==> src/design/env_pkg.sv <==
`default_nettype none

package env_pkg;

    typedef logic [8:0]  env_t;             // attenuation, 0 = loudest
    typedef logic [14:0] rate_acc_t;        // per-op rate accumulator
    typedef logic [2:0]  overflow_t;        // env step per sample
    typedef logic [5:0]  eff_rate_t;        // effective rate 0..63
    typedef logic [7:0]  ksl_add_t;         // key scale level attenuation
    typedef logic [4:0]  am_val_t;          // tremolo attenuation

    localparam env_t SILENCE = 9'd511;      // max attenuation

    typedef enum logic [1:0] {
        ATTACK,
        DECAY,
        SUSTAIN,
        RELEASE
    } env_state_t;

    localparam eff_rate_t ATTACK_INSTANT = 6'd60;   // attack jumps to 0 from here
    localparam eff_rate_t RATE_MAX       = 6'd63;   // cap on effective rate

    // tremolo triangle, counter top bits run 0..TREM_TOP
    localparam logic [5:0] TREM_TOP  = 6'd51;
    localparam logic [5:0] TREM_PEAK = 6'd26;

endpackage

`default_nettype wire

==> src/design/op_reg_pkg.sv <==
`default_nettype none

package op_reg_pkg;

    localparam int NUM_OPS = 4;             // operators in the bank

    typedef logic [1:0] op_num_t;           // operator index
    typedef logic [3:0] reg_addr_t;         // register bus address
    typedef logic [7:0] reg_data_t;         // register bus write data

    // register map
    localparam reg_addr_t ADDR_OP_SEL      = 4'd0;  // target operator for later writes
    localparam reg_addr_t ADDR_AR_DR       = 4'd1;  // ar 7:4, dr 3:0
    localparam reg_addr_t ADDR_SL_RR       = 4'd2;  // sl 7:4, rr 3:0
    localparam reg_addr_t ADDR_TL_KSL      = 4'd3;  // ksl 7:6, tl 5:0
    localparam reg_addr_t ADDR_FLAGS       = 4'd4;  // am 2, egt 1, ksr 0
    localparam reg_addr_t ADDR_FNUM_LO     = 4'd5;  // fnum 7:0
    localparam reg_addr_t ADDR_FNUM_HI_BLK = 4'd6;  // block 4:2, fnum 9:8 in 1:0
    localparam reg_addr_t ADDR_KEY         = 4'd7;  // key-on 0, key-off 1
    localparam reg_addr_t ADDR_GLOBAL      = 4'd8;  // dam 0, shared by all ops

    // register field widths
    typedef logic [3:0] env_rate_t;         // ar/dr/sl/rr nibble
    typedef logic [5:0] tl_t;               // total level, 0.75 dB steps
    typedef logic [1:0] ksl_t;              // key scale level select
    typedef logic [9:0] fnum_t;             // frequency number
    typedef logic [2:0] block_t;            // octave

    typedef struct packed {
        env_rate_t ar;                      // attack rate
        env_rate_t dr;                      // decay rate
        env_rate_t sl;                      // sustain level
        env_rate_t rr;                      // release rate
        tl_t       tl;
        ksl_t      ksl;
        logic      am;                      // tremolo enable
        logic      egt;                     // hold at sustain while set
        logic      ksr;                     // key scale rate
        fnum_t     fnum;
        block_t    block;
    } op_regs_t;

endpackage

`default_nettype wire

==> src/design/env_rate_counter.sv <==
`timescale 1ns/1ns
`default_nettype none

module env_rate_counter import op_reg_pkg::*, env_pkg::*; (
    input  wire            clk,
    input  wire            rst_n,
    input  wire            sample_clk_en,
    input  wire op_num_t   op_num,
    input  wire env_rate_t requested_rate,  // nibble picked by state
    input  wire            ksr,
    input  wire fnum_t     fnum,
    input  wire block_t    block,
    output overflow_t      rate_counter_overflow
);

    rate_acc_t   acc [NUM_OPS];             // one accumulator per op
    logic [3:0]  rof;                       // key scale offset
    logic [6:0]  rate_sum;                  // 4*rate + offset, up to 75
    eff_rate_t   eff_rate;
    logic [17:0] step;                      // (4 + low bits) << high bits
    logic [17:0] acc_sum;

    always_comb begin
        rof      = ksr ? {block, fnum[9]} : {3'b000, block[2]};
        rate_sum = {1'b0, requested_rate, 2'b00} + {3'b000, rof};
        if (requested_rate == '0)
            eff_rate = '0;                  // rate 0 never moves
        else if (rate_sum > {1'b0, RATE_MAX})
            eff_rate = RATE_MAX;
        else
            eff_rate = rate_sum[5:0];
        step    = {15'd0, 1'b1, eff_rate[1:0]} << eff_rate[5:2];
        acc_sum = {3'b000, acc[op_num]} + step;
    end

    always_ff @(posedge clk or negedge rst_n) begin
        if (!rst_n) begin
            acc                   <= '{default: '0};
            rate_counter_overflow <= '0;
        end else if (sample_clk_en) begin
            acc[op_num] <= acc_sum[14:0];   // keep the remainder
            if (eff_rate >= ATTACK_INSTANT)
                rate_counter_overflow <= 3'd7;  // fastest rates
            else
                rate_counter_overflow <= acc_sum[17:15];    // carries past bit 15
        end
    end

endmodule

`default_nettype wire

==> src/design/env_top.sv <==
`timescale 1ns/1ns
`default_nettype none

module env_top import op_reg_pkg::*, env_pkg::*; (
    input  wire            clk,
    input  wire            rst_n,
    input  wire            reg_wr,          // write strobe
    input  wire reg_addr_t reg_addr,
    input  wire reg_data_t reg_data,
    input  wire op_num_t   op_num,          // from slot timing
    input  wire            sample_clk_en,
    output env_t           env
);

    op_regs_t op_regs;                      // slot operator's fields
    logic     dam;
    logic     key_on_pulse;
    logic     key_off_pulse;

    op_reg_file u_regs (
        .clk           (clk),
        .rst_n         (rst_n),
        .reg_wr        (reg_wr),
        .reg_addr      (reg_addr),
        .reg_data      (reg_data),
        .op_num        (op_num),
        .sample_clk_en (sample_clk_en),
        .op_regs       (op_regs),
        .dam           (dam),
        .key_on_pulse  (key_on_pulse),
        .key_off_pulse (key_off_pulse)
    );

    envelope_generator u_env (
        .clk           (clk),
        .rst_n         (rst_n),
        .sample_clk_en (sample_clk_en),
        .op_num        (op_num),
        .op_regs       (op_regs),
        .dam           (dam),
        .key_on_pulse  (key_on_pulse),
        .key_off_pulse (key_off_pulse),
        .env           (env)
    );

endmodule

`default_nettype wire

==> src/design/envelope_generator.sv <==
`timescale 1ns/1ns
`default_nettype none

module envelope_generator import op_reg_pkg::*, env_pkg::*; (
    input  wire           clk,
    input  wire           rst_n,
    input  wire           sample_clk_en,
    input  wire op_num_t  op_num,
    input  wire op_regs_t op_regs,
    input  wire           dam,              // tremolo depth for the tremolo LFO
    input  wire           key_on_pulse,
    input  wire           key_off_pulse,
    output env_t          env
);

    env_state_t  state   [NUM_OPS];
    env_t        env_int [NUM_OPS];         // raw attenuation per op
    env_state_t  cur_state;
    env_state_t  next_state;
    env_t        cur_env;
    env_rate_t   requested_rate;
    overflow_t   rate_counter_overflow;
    ksl_add_t    ksl_add;
    am_val_t     am_val;
    logic        sample_d1;                 // slot cycle 1, attenuation update
    logic        instant;                   // attack fast enough to skip the curve
    logic [11:0] att_prod;
    env_t        att_dec;
    logic [9:0]  rise_sum;
    logic [10:0] env_tmp;

    ksl_add_rom u_ksl (
        .fnum    (op_regs.fnum),
        .block   (op_regs.block),
        .ksl     (op_regs.ksl),
        .ksl_add (ksl_add)
    );

    env_rate_counter u_rate (
        .clk                   (clk),
        .rst_n                 (rst_n),
        .sample_clk_en         (sample_clk_en),
        .op_num                (op_num),
        .requested_rate        (requested_rate),
        .ksr                   (op_regs.ksr),
        .fnum                  (op_regs.fnum),
        .block                 (op_regs.block),
        .rate_counter_overflow (rate_counter_overflow)
    );

    tremolo u_trem (
        .clk           (clk),
        .rst_n         (rst_n),
        .sample_clk_en (sample_clk_en),
        .op_num        (op_num),
        .dam           (dam),
        .am_val        (am_val)
    );

    assign cur_state = state[op_num];
    assign cur_env   = env_int[op_num];

    always_comb begin
        next_state     = cur_state;
        requested_rate = '0;                // sustain holds
        case (cur_state)
            ATTACK: begin
                requested_rate = op_regs.ar;
                if (cur_env == '0)
                    next_state = DECAY;
            end
            DECAY: begin
                requested_rate = op_regs.dr;
                if (cur_env[8:4] >= {1'b0, op_regs.sl})
                    next_state = SUSTAIN;
            end
            SUSTAIN: begin
                if (!op_regs.egt)
                    next_state = RELEASE;
            end
            default: requested_rate = op_regs.rr;
        endcase
    end

    // key pulses beat the sample step
    always_ff @(posedge clk or negedge rst_n) begin
        if (!rst_n)
            state <= '{default: RELEASE};
        else if (key_on_pulse)
            state[op_num] <= ATTACK;
        else if (key_off_pulse)
            state[op_num] <= RELEASE;
        else if (sample_clk_en)
            state[op_num] <= next_state;
    end

    always_comb begin
        instant  = {op_regs.ar, 2'b00} >= ATTACK_INSTANT;
        att_prod = {3'b000, cur_env} * {9'd0, rate_counter_overflow};
        att_dec  = att_prod[11:3] + 9'd1;   // exponential attack step
        rise_sum = {1'b0, cur_env} + {7'd0, rate_counter_overflow};
    end

    always_ff @(posedge clk or negedge rst_n) begin
        if (!rst_n) begin
            sample_d1 <= 1'b0;
            env_int   <= '{default: SILENCE};
        end else begin
            sample_d1 <= sample_clk_en;
            if (sample_d1) begin            // overflow is valid now
                if (cur_state == ATTACK && instant)
                    env_int[op_num] <= '0;
                else if (cur_state == ATTACK && rate_counter_overflow != '0 && cur_env != '0)
                    env_int[op_num] <= cur_env - att_dec;
                else if (cur_state == DECAY || cur_state == RELEASE)
                    env_int[op_num] <= (rise_sum > {1'b0, SILENCE}) ? SILENCE : rise_sum[8:0];
            end
        end
    end

    // total level, key scale and tremolo on top of the raw envelope
    always_comb begin
        env_tmp = {2'b00, cur_env} + {3'b000, op_regs.tl, 2'b00} + {3'b000, ksl_add};
        if (op_regs.am)
            env_tmp = env_tmp + {6'd0, am_val};
    end

    always_ff @(posedge clk or negedge rst_n) begin
        if (!rst_n)
            env <= SILENCE;
        else
            env <= (env_tmp > {2'b00, SILENCE}) ? SILENCE : env_tmp[8:0];   // clip
    end

endmodule

`default_nettype wire

==> src/design/ksl_add_rom.sv <==
`timescale 1ns/1ns
`default_nettype none

module ksl_add_rom import op_reg_pkg::*, env_pkg::*; (
    input  wire fnum_t  fnum,
    input  wire block_t block,
    input  wire ksl_t   ksl,
    output ksl_add_t    ksl_add
);

    ksl_add_t base;                         // table value for top fnum bits
    ksl_add_t octave_sub;                   // 8 per octave below 7
    ksl_add_t floored;

    always_comb begin
        case (fnum[9:6])
            4'd0:  base = 8'd0;
            4'd1:  base = 8'd32;
            4'd2:  base = 8'd40;
            4'd3:  base = 8'd45;
            4'd4:  base = 8'd48;
            4'd5:  base = 8'd51;
            4'd6:  base = 8'd53;
            4'd7:  base = 8'd55;
            4'd8:  base = 8'd56;
            4'd9:  base = 8'd58;
            4'd10: base = 8'd59;
            4'd11: base = 8'd60;
            4'd12: base = 8'd61;
            4'd13: base = 8'd62;
            4'd14: base = 8'd63;
            default: base = 8'd64;
        endcase
    end

    always_comb begin
        octave_sub = {2'b00, 3'd7 - block, 3'b000};
        floored    = (base > octave_sub) ? base - octave_sub : '0;   // no negative attenuation
        case (ksl)
            2'd0:    ksl_add = '0;          // scaling off
            2'd1:    ksl_add = floored >> 1;
            2'd2:    ksl_add = floored >> 2;
            default: ksl_add = floored;
        endcase
    end

endmodule

`default_nettype wire

==> src/design/op_reg_file.sv <==
`timescale 1ns/1ns
`default_nettype none

module op_reg_file import op_reg_pkg::*; (
    input  wire            clk,
    input  wire            rst_n,
    input  wire            reg_wr,
    input  wire reg_addr_t reg_addr,
    input  wire reg_data_t reg_data,
    input  wire op_num_t   op_num,          // slot operator
    input  wire            sample_clk_en,   // first cycle of slot
    output op_regs_t       op_regs,         // registers of the slot operator
    output logic           dam,             // tremolo depth
    output logic           key_on_pulse,
    output logic           key_off_pulse
);

    op_num_t              op_sel;           // operator targeted by writes
    op_regs_t             regs [NUM_OPS];
    logic [NUM_OPS-1:0]   pend_on;          // key-on waiting for its slot
    logic [NUM_OPS-1:0]   pend_off;         // key-off waiting for its slot

    always_ff @(posedge clk or negedge rst_n) begin
        if (!rst_n) begin
            op_sel <= '0;
            dam    <= 1'b0;
            regs   <= '{default: '0};
        end else if (reg_wr) begin
            case (reg_addr)
                ADDR_OP_SEL: op_sel <= reg_data[1:0];
                ADDR_AR_DR: begin
                    regs[op_sel].ar <= reg_data[7:4];
                    regs[op_sel].dr <= reg_data[3:0];
                end
                ADDR_SL_RR: begin
                    regs[op_sel].sl <= reg_data[7:4];
                    regs[op_sel].rr <= reg_data[3:0];
                end
                ADDR_TL_KSL: begin
                    regs[op_sel].ksl <= reg_data[7:6];
                    regs[op_sel].tl  <= reg_data[5:0];
                end
                ADDR_FLAGS: begin
                    regs[op_sel].am  <= reg_data[2];
                    regs[op_sel].egt <= reg_data[1];
                    regs[op_sel].ksr <= reg_data[0];
                end
                ADDR_FNUM_LO: regs[op_sel].fnum[7:0] <= reg_data;
                ADDR_FNUM_HI_BLK: begin
                    regs[op_sel].fnum[9:8] <= reg_data[1:0];
                    regs[op_sel].block     <= reg_data[4:2];
                end
                ADDR_GLOBAL: dam <= reg_data[0];
                default: ;                  // key writes handled below
            endcase
        end
    end

    // pending key requests, consumed at the op's next slot start
    always_ff @(posedge clk or negedge rst_n) begin
        if (!rst_n) begin
            pend_on  <= '0;
            pend_off <= '0;
        end else begin
            if (sample_clk_en) begin        // pulse goes out this cycle
                pend_on[op_num]  <= 1'b0;
                pend_off[op_num] <= 1'b0;
            end
            if (reg_wr && reg_addr == ADDR_KEY) begin   // new write beats the clear
                if (reg_data[0])
                    pend_on[op_sel] <= 1'b1;
                if (reg_data[1])
                    pend_off[op_sel] <= 1'b1;
            end
        end
    end

    assign op_regs       = regs[op_num];
    assign key_on_pulse  = sample_clk_en && pend_on[op_num];
    assign key_off_pulse = sample_clk_en && pend_off[op_num] && !pend_on[op_num];  // on wins

endmodule

`default_nettype wire

==> src/design/tremolo.sv <==
`timescale 1ns/1ns
`default_nettype none

module tremolo import op_reg_pkg::*, env_pkg::*; (
    input  wire          clk,
    input  wire          rst_n,
    input  wire          sample_clk_en,
    input  wire op_num_t op_num,
    input  wire          dam,               // 1 = deep tremolo
    output am_val_t      am_val
);

    logic [11:0] cnt;                       // shared LFO counter
    logic [5:0]  pos;                       // 0..TREM_TOP
    logic [5:0]  tri_pos;                   // 0..TREM_PEAK..1

    always_ff @(posedge clk or negedge rst_n) begin
        if (!rst_n)
            cnt <= '0;
        else if (sample_clk_en && op_num == '0) begin   // once per sample frame
            if (cnt == {TREM_TOP, 6'h3f})
                cnt <= '0;
            else
                cnt <= cnt + 12'd1;
        end
    end

    always_comb begin
        pos     = cnt[11:6];
        tri_pos = (pos <= TREM_PEAK) ? pos : TREM_TOP + 6'd1 - pos;    // fold back down
        am_val  = dam ? tri_pos[4:0] : 5'(tri_pos[4:2]);
    end

endmodule

`default_nettype wire

==> config.mk <==
export PLATFORM = sky130hd
export DESIGN_NAME = env_top
export DESIGN_NICKNAME = d
export VERILOG_FILES = /design/src/design/env_pkg.sv /design/src/design/op_reg_pkg.sv /design/src/design/env_rate_counter.sv /design/src/design/env_top.sv /design/src/design/envelope_generator.sv /design/src/design/ksl_add_rom.sv /design/src/design/op_reg_file.sv /design/src/design/tremolo.sv
export SDC_FILE = /design/constraint.sdc
export NUM_CORES = 1
export LEC_CHECK = 0
export BUFFER_PORTS_ARGS = -buffer_cell sky130_fd_sc_hd__buf_4
export CAP_MARGIN = 20
export CORE_MARGIN = 8
export CORE_UTILIZATION = 40
export DETAILED_ROUTE_END_ITERATION = 6
export GPL_ROUTABILITY_DRIVEN = 0
export GPL_TIMING_DRIVEN = 1
export PLACE_DENSITY = 0.59
export SETUP_SLACK_MARGIN = 0.02
export SLEW_MARGIN = 10
export SYNTH_ARGS = -nofsm -noshare
export SYNTH_HDL_FRONTEND = slang
export SYNTH_SLANG_ARGS = --single-unit
==> constraint.sdc <==
create_clock -name clk -period 6.2 [get_ports clk]
set_clock_uncertainty 0.2 [all_clocks]
set_input_delay 0.31 -clock clk [delete_from_list [all_inputs] [get_ports clk]]
set_output_delay 0.31 -clock clk [all_outputs]
set_load 0.03 [all_outputs]
* Word level (Yosys, flattened, before mapping)
Memory sizes are Yosys's and may differ from the RTL's.
Cells that the tools add are included.
** Storage, ports and cells
- Word-level logic and storage cells :: 246
- Bits of input ports :: 18
- Memory bits (read-only) :: 112
- Output and inout port bits :: 9
- Flip-flop bits (word level) :: 300
- Memories :: 1
** Memories
- (name not given) :: depth 16, width 7, read ports 1, clocked after Yosys merged registers in 0, wr ports 0, line ksl_add_rom.sv:16 : case (fnum[9:6])
** Cells by class
- Shifts and indexed selects :: 1
- Bitwise gates (word level) :: 12
- Reduce and logical (&&, ||, !) cells :: 29
- $mul :: 1
- $lt $le $gt $ge :: 16
- Equal/unequal tests :: 14
- $add $sub $neg :: 12
- Multiplexer cells :: 96
** Operators with widths (count)
- bitwise mux 160 bit :: 12
- demux 40 bit (select 2 bit) :: 12
- case mux 160 bit (6 select lines) :: 1
- 2-to-1 mux 36 bit :: 4
- 2-to-1 mux 40 bit :: 3
- binary-select mux 40 bit (select 2 bit) :: 1
- bitwise mux 36 bit :: 2
- bitwise mux 60 bit :: 1
- 2-to-1 mux 15 bit :: 4
- 2-to-1 mux 9 bit :: 5
- bitwise AND 36 bit :: 1
- inverter 36 bit :: 1
- 2-to-1 mux 32 bit :: 1
- 2-to-1 mux 8 bit :: 4
- binary-select mux 15 bit (select 2 bit) :: 1
- demux 15 bit (select 2 bit) :: 1
- 2-to-1 mux 28 bit :: 1
- 2-to-1 mux 4 bit :: 7
- 2-to-1 mux 24 bit :: 1
- case mux 8 bit (3 select lines) :: 1
- 2-to-1 mux 11 bit :: 2
- adder 15 x 18 -> 18 bit :: 1
- binary-select mux 9 bit (select 2 bit) :: 1
- demux 9 bit (select 2 bit) :: 1
- 65 further kinds :: 112

* Longest topological paths before layout
- Word-level depth :: 13
- Depth in mapped cells :: 29
- Depth with buffers taken out :: 25

* Modules after synthesis
Synthesis repeated with hierarchy kept, for this count alone.
** Second synthesis, totals
- Cells, all modules :: 1645
- Area, all modules :: 18117.4 µm²
** By module, submodules not included
- op_reg_file :: times used 1, area each 7668.6 µm², seq. area each 4279.1 µm², cells an instance 481
- envelope_generator :: times used 1, area each 4873.4 µm², seq. area each 1417.6 µm², cells an instance 539
- env_rate_counter :: times used 1, area each 4071.4 µm², seq. area each 1576.5 µm², cells an instance 439
- tremolo :: times used 1, area each 933.4 µm², seq. area each 300.3 µm², cells an instance 105
- ksl_add_rom :: times used 1, area each 570.5 µm², seq. area each 0.0 µm², cells an instance 81

* Worst setup path before layout
Ideal clock, no wire load.
- Path type :: input -> register
- From :: input op_num[0]
- To :: register u_env.env[7]
- Required time :: 5.922 ns
- Stages on the path :: 27
- Setup time :: 0.078 ns
- Path buffers :: 6
- Slack :: -0.345 ns
- Data arrival time :: 6.267 ns
- Cells stage by stage :: buf_6 > buf_12 > buf_12 > buf_8 > buf_2 > buf_1 > mux4_2 > ha_1 > nor2b_1 > o21ai_0 > nor2b_1 > a21oi_1 > nor2_1 > nor2_1 > ha_1 > fa_1 > a21o_1 > a21oi_1 > xnor2_1 > ha_1 > inv_1 > o21bai_1 > nor3b_1 > or4b_2 > a32o_1 > o2bb2ai_1 > o22ai_1
** Between the ends
- Cells in the longest elaborated chain, start to end :: 13
- Elaborated cells between the ends (all ways) :: 22
- Those cells by class :: add/sub: 5; order compare: 2; eq/ne: 2; mux: 10; bitwise: 1; reduce/logical: 1; memory: 1
** RTL lines
- start: declaration :: line env_top.sv:10 : input wire op_num_t op_num,
- inverter 2 -> 3 bit (implied by the code) (*) :: line envelope_generator.sv:61, op_reg_file.sv:78
- binary-select mux 40 bit (select 2 bit) :: line op_reg_file.sv:78 : assign op_regs = regs[op_num];
- 2-to-1 mux 40 bit (implied by the code) (2 in a row) :: line op_reg_file.sv:78
- memory read (16 x 7 bit) / subtractor 3 bit (equally long branches)
- subtractor 8 x 6 -> 8 bit / > comparator 8 x 6 -> 1 bit (equally long branches) :: line ksl_add_rom.sv:38 : floored = (base > octave_sub) ? base - octave_sub : '0;
- 2-to-1 mux 8 bit :: line ksl_add_rom.sv:38
- case mux 8 bit (3 select lines) :: line ksl_add_rom.sv:39 : case (ksl)
- adder 11 x 8 -> 11 bit :: line envelope_generator.sv:123 : env_tmp = {2'b00, cur_env} + {3'b000, op_regs.tl, 2'b00} + {3'b000, ksl_add};
- adder 11 x 5 -> 11 bit :: line envelope_generator.sv:125 : env_tmp = env_tmp + {6'd0, am_val};
- 2-to-1 mux 11 bit (*) :: line envelope_generator.sv:124 : if (op_regs.am)
- > comparator 11 x 9 -> 1 bit :: line envelope_generator.sv:132 : env <= (env_tmp > {2'b00, SILENCE}) ? SILENCE : env_tmp[8:0];
- 2-to-1 mux 9 bit (*) :: line envelope_generator.sv:132
- end signal: assignment :: line envelope_generator.sv:132
- end: declaration :: line envelope_generator.sv:13 : output env_t env
Every way passes the cells marked *; elsewhere a longest branch is shown, timed or not. The select of a mux whose other input is x is not followed.
A chain may end at the register's enable or synchronous reset.

* Final worst setup path
- From :: register u_regs.regs[89] (netlist bit)
- To :: register u_env.env[8]
** Between the ends
- Cells in the longest elaborated chain, start to end :: 12
- Elaborated cells between the ends (all ways) :: 13
- Those cells by class :: add/sub: 3; order compare: 2; mux: 7; memory: 1
** RTL lines
- start: declaration :: line op_reg_file.sv:19 : op_regs_t regs [NUM_OPS];
- binary-select mux 40 bit (select 2 bit) (*) :: line op_reg_file.sv:78
- 2-to-1 mux 40 bit (implied by the code) (*) (2 in a row) :: line op_reg_file.sv:78
- memory read (16 x 7 bit) (*)
- subtractor 8 x 6 -> 8 bit / > comparator 8 x 6 -> 1 bit (equally long branches) :: line ksl_add_rom.sv:38
- 2-to-1 mux 8 bit (*) :: line ksl_add_rom.sv:38
- case mux 8 bit (3 select lines) (*) :: line ksl_add_rom.sv:39
- adder 11 x 8 -> 11 bit (*) :: line envelope_generator.sv:123
- adder 11 x 5 -> 11 bit :: line envelope_generator.sv:125
- 2-to-1 mux 11 bit (*) :: line envelope_generator.sv:124
- > comparator 11 x 9 -> 1 bit :: line envelope_generator.sv:132
- 2-to-1 mux 9 bit (*) :: line envelope_generator.sv:132
Marks and branches as above.

==> results.md <==
* Outcome: complete, no violations
* Synth Register Bits at 276
* Core area at 40,600 um2
* Die height at 218 um
* Layout cells sized above 1 at 0.266
* DP HPWL at 27,200 um
* Mapped Cells at 1,457
* Via count at 11,317
* Synth unique cells at 82
* Num CTS Buffers at 31
* Sequential fraction of the synthesis area at 0.426
* Area leader, netlist: dfrtp_1
* DR vias/cell at 5.50
* Max_slew headroom at 0.301
* Gr ovfl total at 0
* RSZ-0062 raised after global routing: no
* Gr usage total at 0.165
* Design Power at 7.53 mW
* Post-layout nets at 1,607
* Dpl ws at -0.00501 ns
* Crit end category: flop
* HP Start: reg_wr
* Capture point of the worst reg-to-reg path: u_env.env[8]
* Ports at 27
* End of the critical path: u_env.env[8]
* Syn nets at 1,562
* Post-route cell area at 18,400 um2
* FF-to-FF path depth at 25
* Setup TNS at 0 ns
* Area grow syn2layout at 12.5%
* CTS Sinks at 276
* Bufs on Longest Clock Path at 3
* Post-DP Area at 17,100 um2
* Max Slew Vio Count at 0
* EDFF count, synth at 0
* FMAX at 0.171 GHz
* Final Hold Violating Endpoints at 0
* IO Port Bufs at 26
* Finish-stage setup viols at 0
* Final Hold Slack at 0.0668 ns
* Avg WL per Cell at 18.7 um
* Synth Flop Type: dfrtp_1
* Ys Warns at 0
* Total length of routed wires at 38,400 um
* Startpoint Class: flop
* CTS tree: built
* Yosys top cell area share at 0.341
* # rows at 74
* Antenna-violating nets left at 0
* Largest net degree at the start of global routing at 181
* Initial antenna violation count at 1
* DRT iter0 DRCs at 690
* Drt drc at 0
* Worst vdd ir at 0.000224 V
* Setup CP Type: reg -> reg
* Hold crit path type: in -> reg
* Clk Latency, worst-skew pair at 0.58 ns
* Tightest Pin Transition at 1.05 ns
* First-pass GRT wire length at 63,700 um
* Worst Path Required at 6.51 ns
* Max FO, Critical Path at 9
* Via count of the first global-routing pass at 11,683
* CTS Root Cell: clkbuf_16
* Diode count at 0
* Die width at 218 um
* PD cells at 409 nW/um2
* DRT Pass-1 Iters at 5
* CP Data Arrival Time at 6.15 ns
* Period Utilization, post-route at 0.941
* H-Tree Depth at 1
* Crit. Startpoint: u_regs.regs[89]
* Reg2Reg Launch Point: u_regs.regs[89]
* Pleak at 8.30 nW
* Max Cap Viol at 0
* Minimum clock period after layout at 5.84 ns
* Mapped cell area at 16,300 um2
* Starting Density at 0.403
* CTS clk-pin slew, worst paths at 0.06 ns
* Ranking of synthesized cells by area: dfrtp_1 (34%), mux2_2 (11%), dfstp_2 (8.5%), mux4_2 (7.3%), ha_1 (5.4%)
* Post-Syn Area per Cell at 11.2 um2
* R2R setup slack at 0.36 ns
* Fill cells at 3,773
* Worst setup margin at 0.363 ns
* Asr flop ratio synth at 1.00
* Die area at 47,600 um2
==> per-stage QoR <==
step,std cells,utilization
floorplan,1457,-
global placement,1982,0.423
detailed placement,1982,0.423
CTS,2055,0.452
global route,2058,0.453
finish,2058,0.453
==> logic make-up (layout without fill, tap and decap cells) <==
group	count (synthesis)	after routing	share of synthesized area
flip-flops	276	276	0.426
AO/OA/AOI/OAI	290	290	0.113
multiplexers	237	237	0.209
adder cells (fa/ha/maj)	87	87	0.0739
AND/OR/NAND/NOR	396	396	0.114
buffers and inverters	111	180	0.0318
XOR/XNOR	60	60	0.0321
==> cell usage in the layout (no fill, tap or decap), types with 12 or more instances in the layout <==
cell,count
dfrtp_1,223
nand2_1,183
mux2_2,157
o21ai_0,125
nor2_1,75
ha_1,71
buf_4,56
mux4_2,53
dfstp_2,53
inv_1,47
a21oi_1,43
xnor2_1,35
clkbuf_16,31
xor2_1,25
a21o_1,24
nand3_1,18
and2_1,17
nor2b_1,16
dlygate4sd3_1,16
nand2b_1,15
fa_1,15
mux2i_1,12
nor3_1,12
==> sequential cells by signal, summed over array words and instances (netlist names), 4 cells and up <==
name	flops
u_env.u_rate.acc	60
u_env.env_int	36
u_regs.pend_off	4
u_regs.pend_on	4
u_regs.regs	136
u_env.u_trem.cnt	12
u_env.state	8
u_env.env	9
==> routing by layer <==
layer,wire length [um],vias up,track usage
met5,0,-,0
met4,607,0,0.0401
met3,1340,39,0.0227
met2,18700,160,0.276
met1,17800,5763,0.224
li1,-,5355,-
==> worst min path at each step <==
stage	endpoint	cells past startpoint
global placement	u_env.u_trem.cnt[3]	1
floorplan	u_env.sample_d1	0
global route	u_regs.op_sel[1]	4
detailed placement	u_env.u_rate.acc[58]	1
finish	u_regs.op_sel[1]	4
CTS	u_regs.dam	3
==> synthesized netlist by cell type, drive strengths merged, types with 10 or more instances <==
library cell,n
ha,71
dfstp,53
nor2,77
nand2b,15
and2,17
fa,16
o21ai,130
xor2,25
and3,11
inv,47
nor3,14
xnor2,35
buf,27
nand3,18
clkbuf,37
o21bai,10
dfrtp,223
mux2,161
mux2i,13
a21o,24
mux4,63
nor2b,16
o2bb2ai,10
nand2,183
a21oi,43
==> repair_timing <==
| action | CTS | global route |
|---|---|---|
| buffers inserted | 0 | 2 |
| endpoints found under the hold margin | 197 | 0 |
| setup endpoints to repair | 0 | 9 |
| hold buffers | 16 | 0 |
| gates resized for setup | 0 | 6 |
==> where the power goes <==
part	internal, mW	switching [mW]
Sequential	2.38	0.241
Clock	1.13	0.775
Combinational	1.34	1.66
Total	4.85	2.67
==> cell type report <==
type | instances | area, um2 | area share
clock buffer | 46 | 902 | 0.0491
clock inverter | 11 | 151 | 0.00823
inverter | 47 | 176 | 0.00959
multi-input combinational | 1070 | 8880 | 0.483
sequential | 276 | 6970 | 0.379
tap | 532 | 666 | 0.0362
timing repair buffer | 76 | 641 | 0.0348
==> critical path: stages, from the launching register on <==
cell       delay (ns)
dfrtp_1          0.39
mux4_2           0.52
ha_1             0.22
nand2b_1         0.15
nand2_1          0.06
o21ai_0          0.10
ha_1             0.33
nand2_1          0.07
nor3_1           0.04
and2_1           0.17
a21oi_1          0.17
nor2_2           0.05
buf_4            0.15
nor2_1           0.23
ha_1             0.30
a21o_1           0.18
a21oi_1          0.18
xnor2_1          0.13
ha_1             0.34
a21oi_1          0.10
o21bai_1         0.15
nor3b_4          0.23
or4b_2           0.63
a32o_1           0.29
o2bb2ai_2        0.18
o21ai_0          0.19
(Power assumes the default switching activity.)
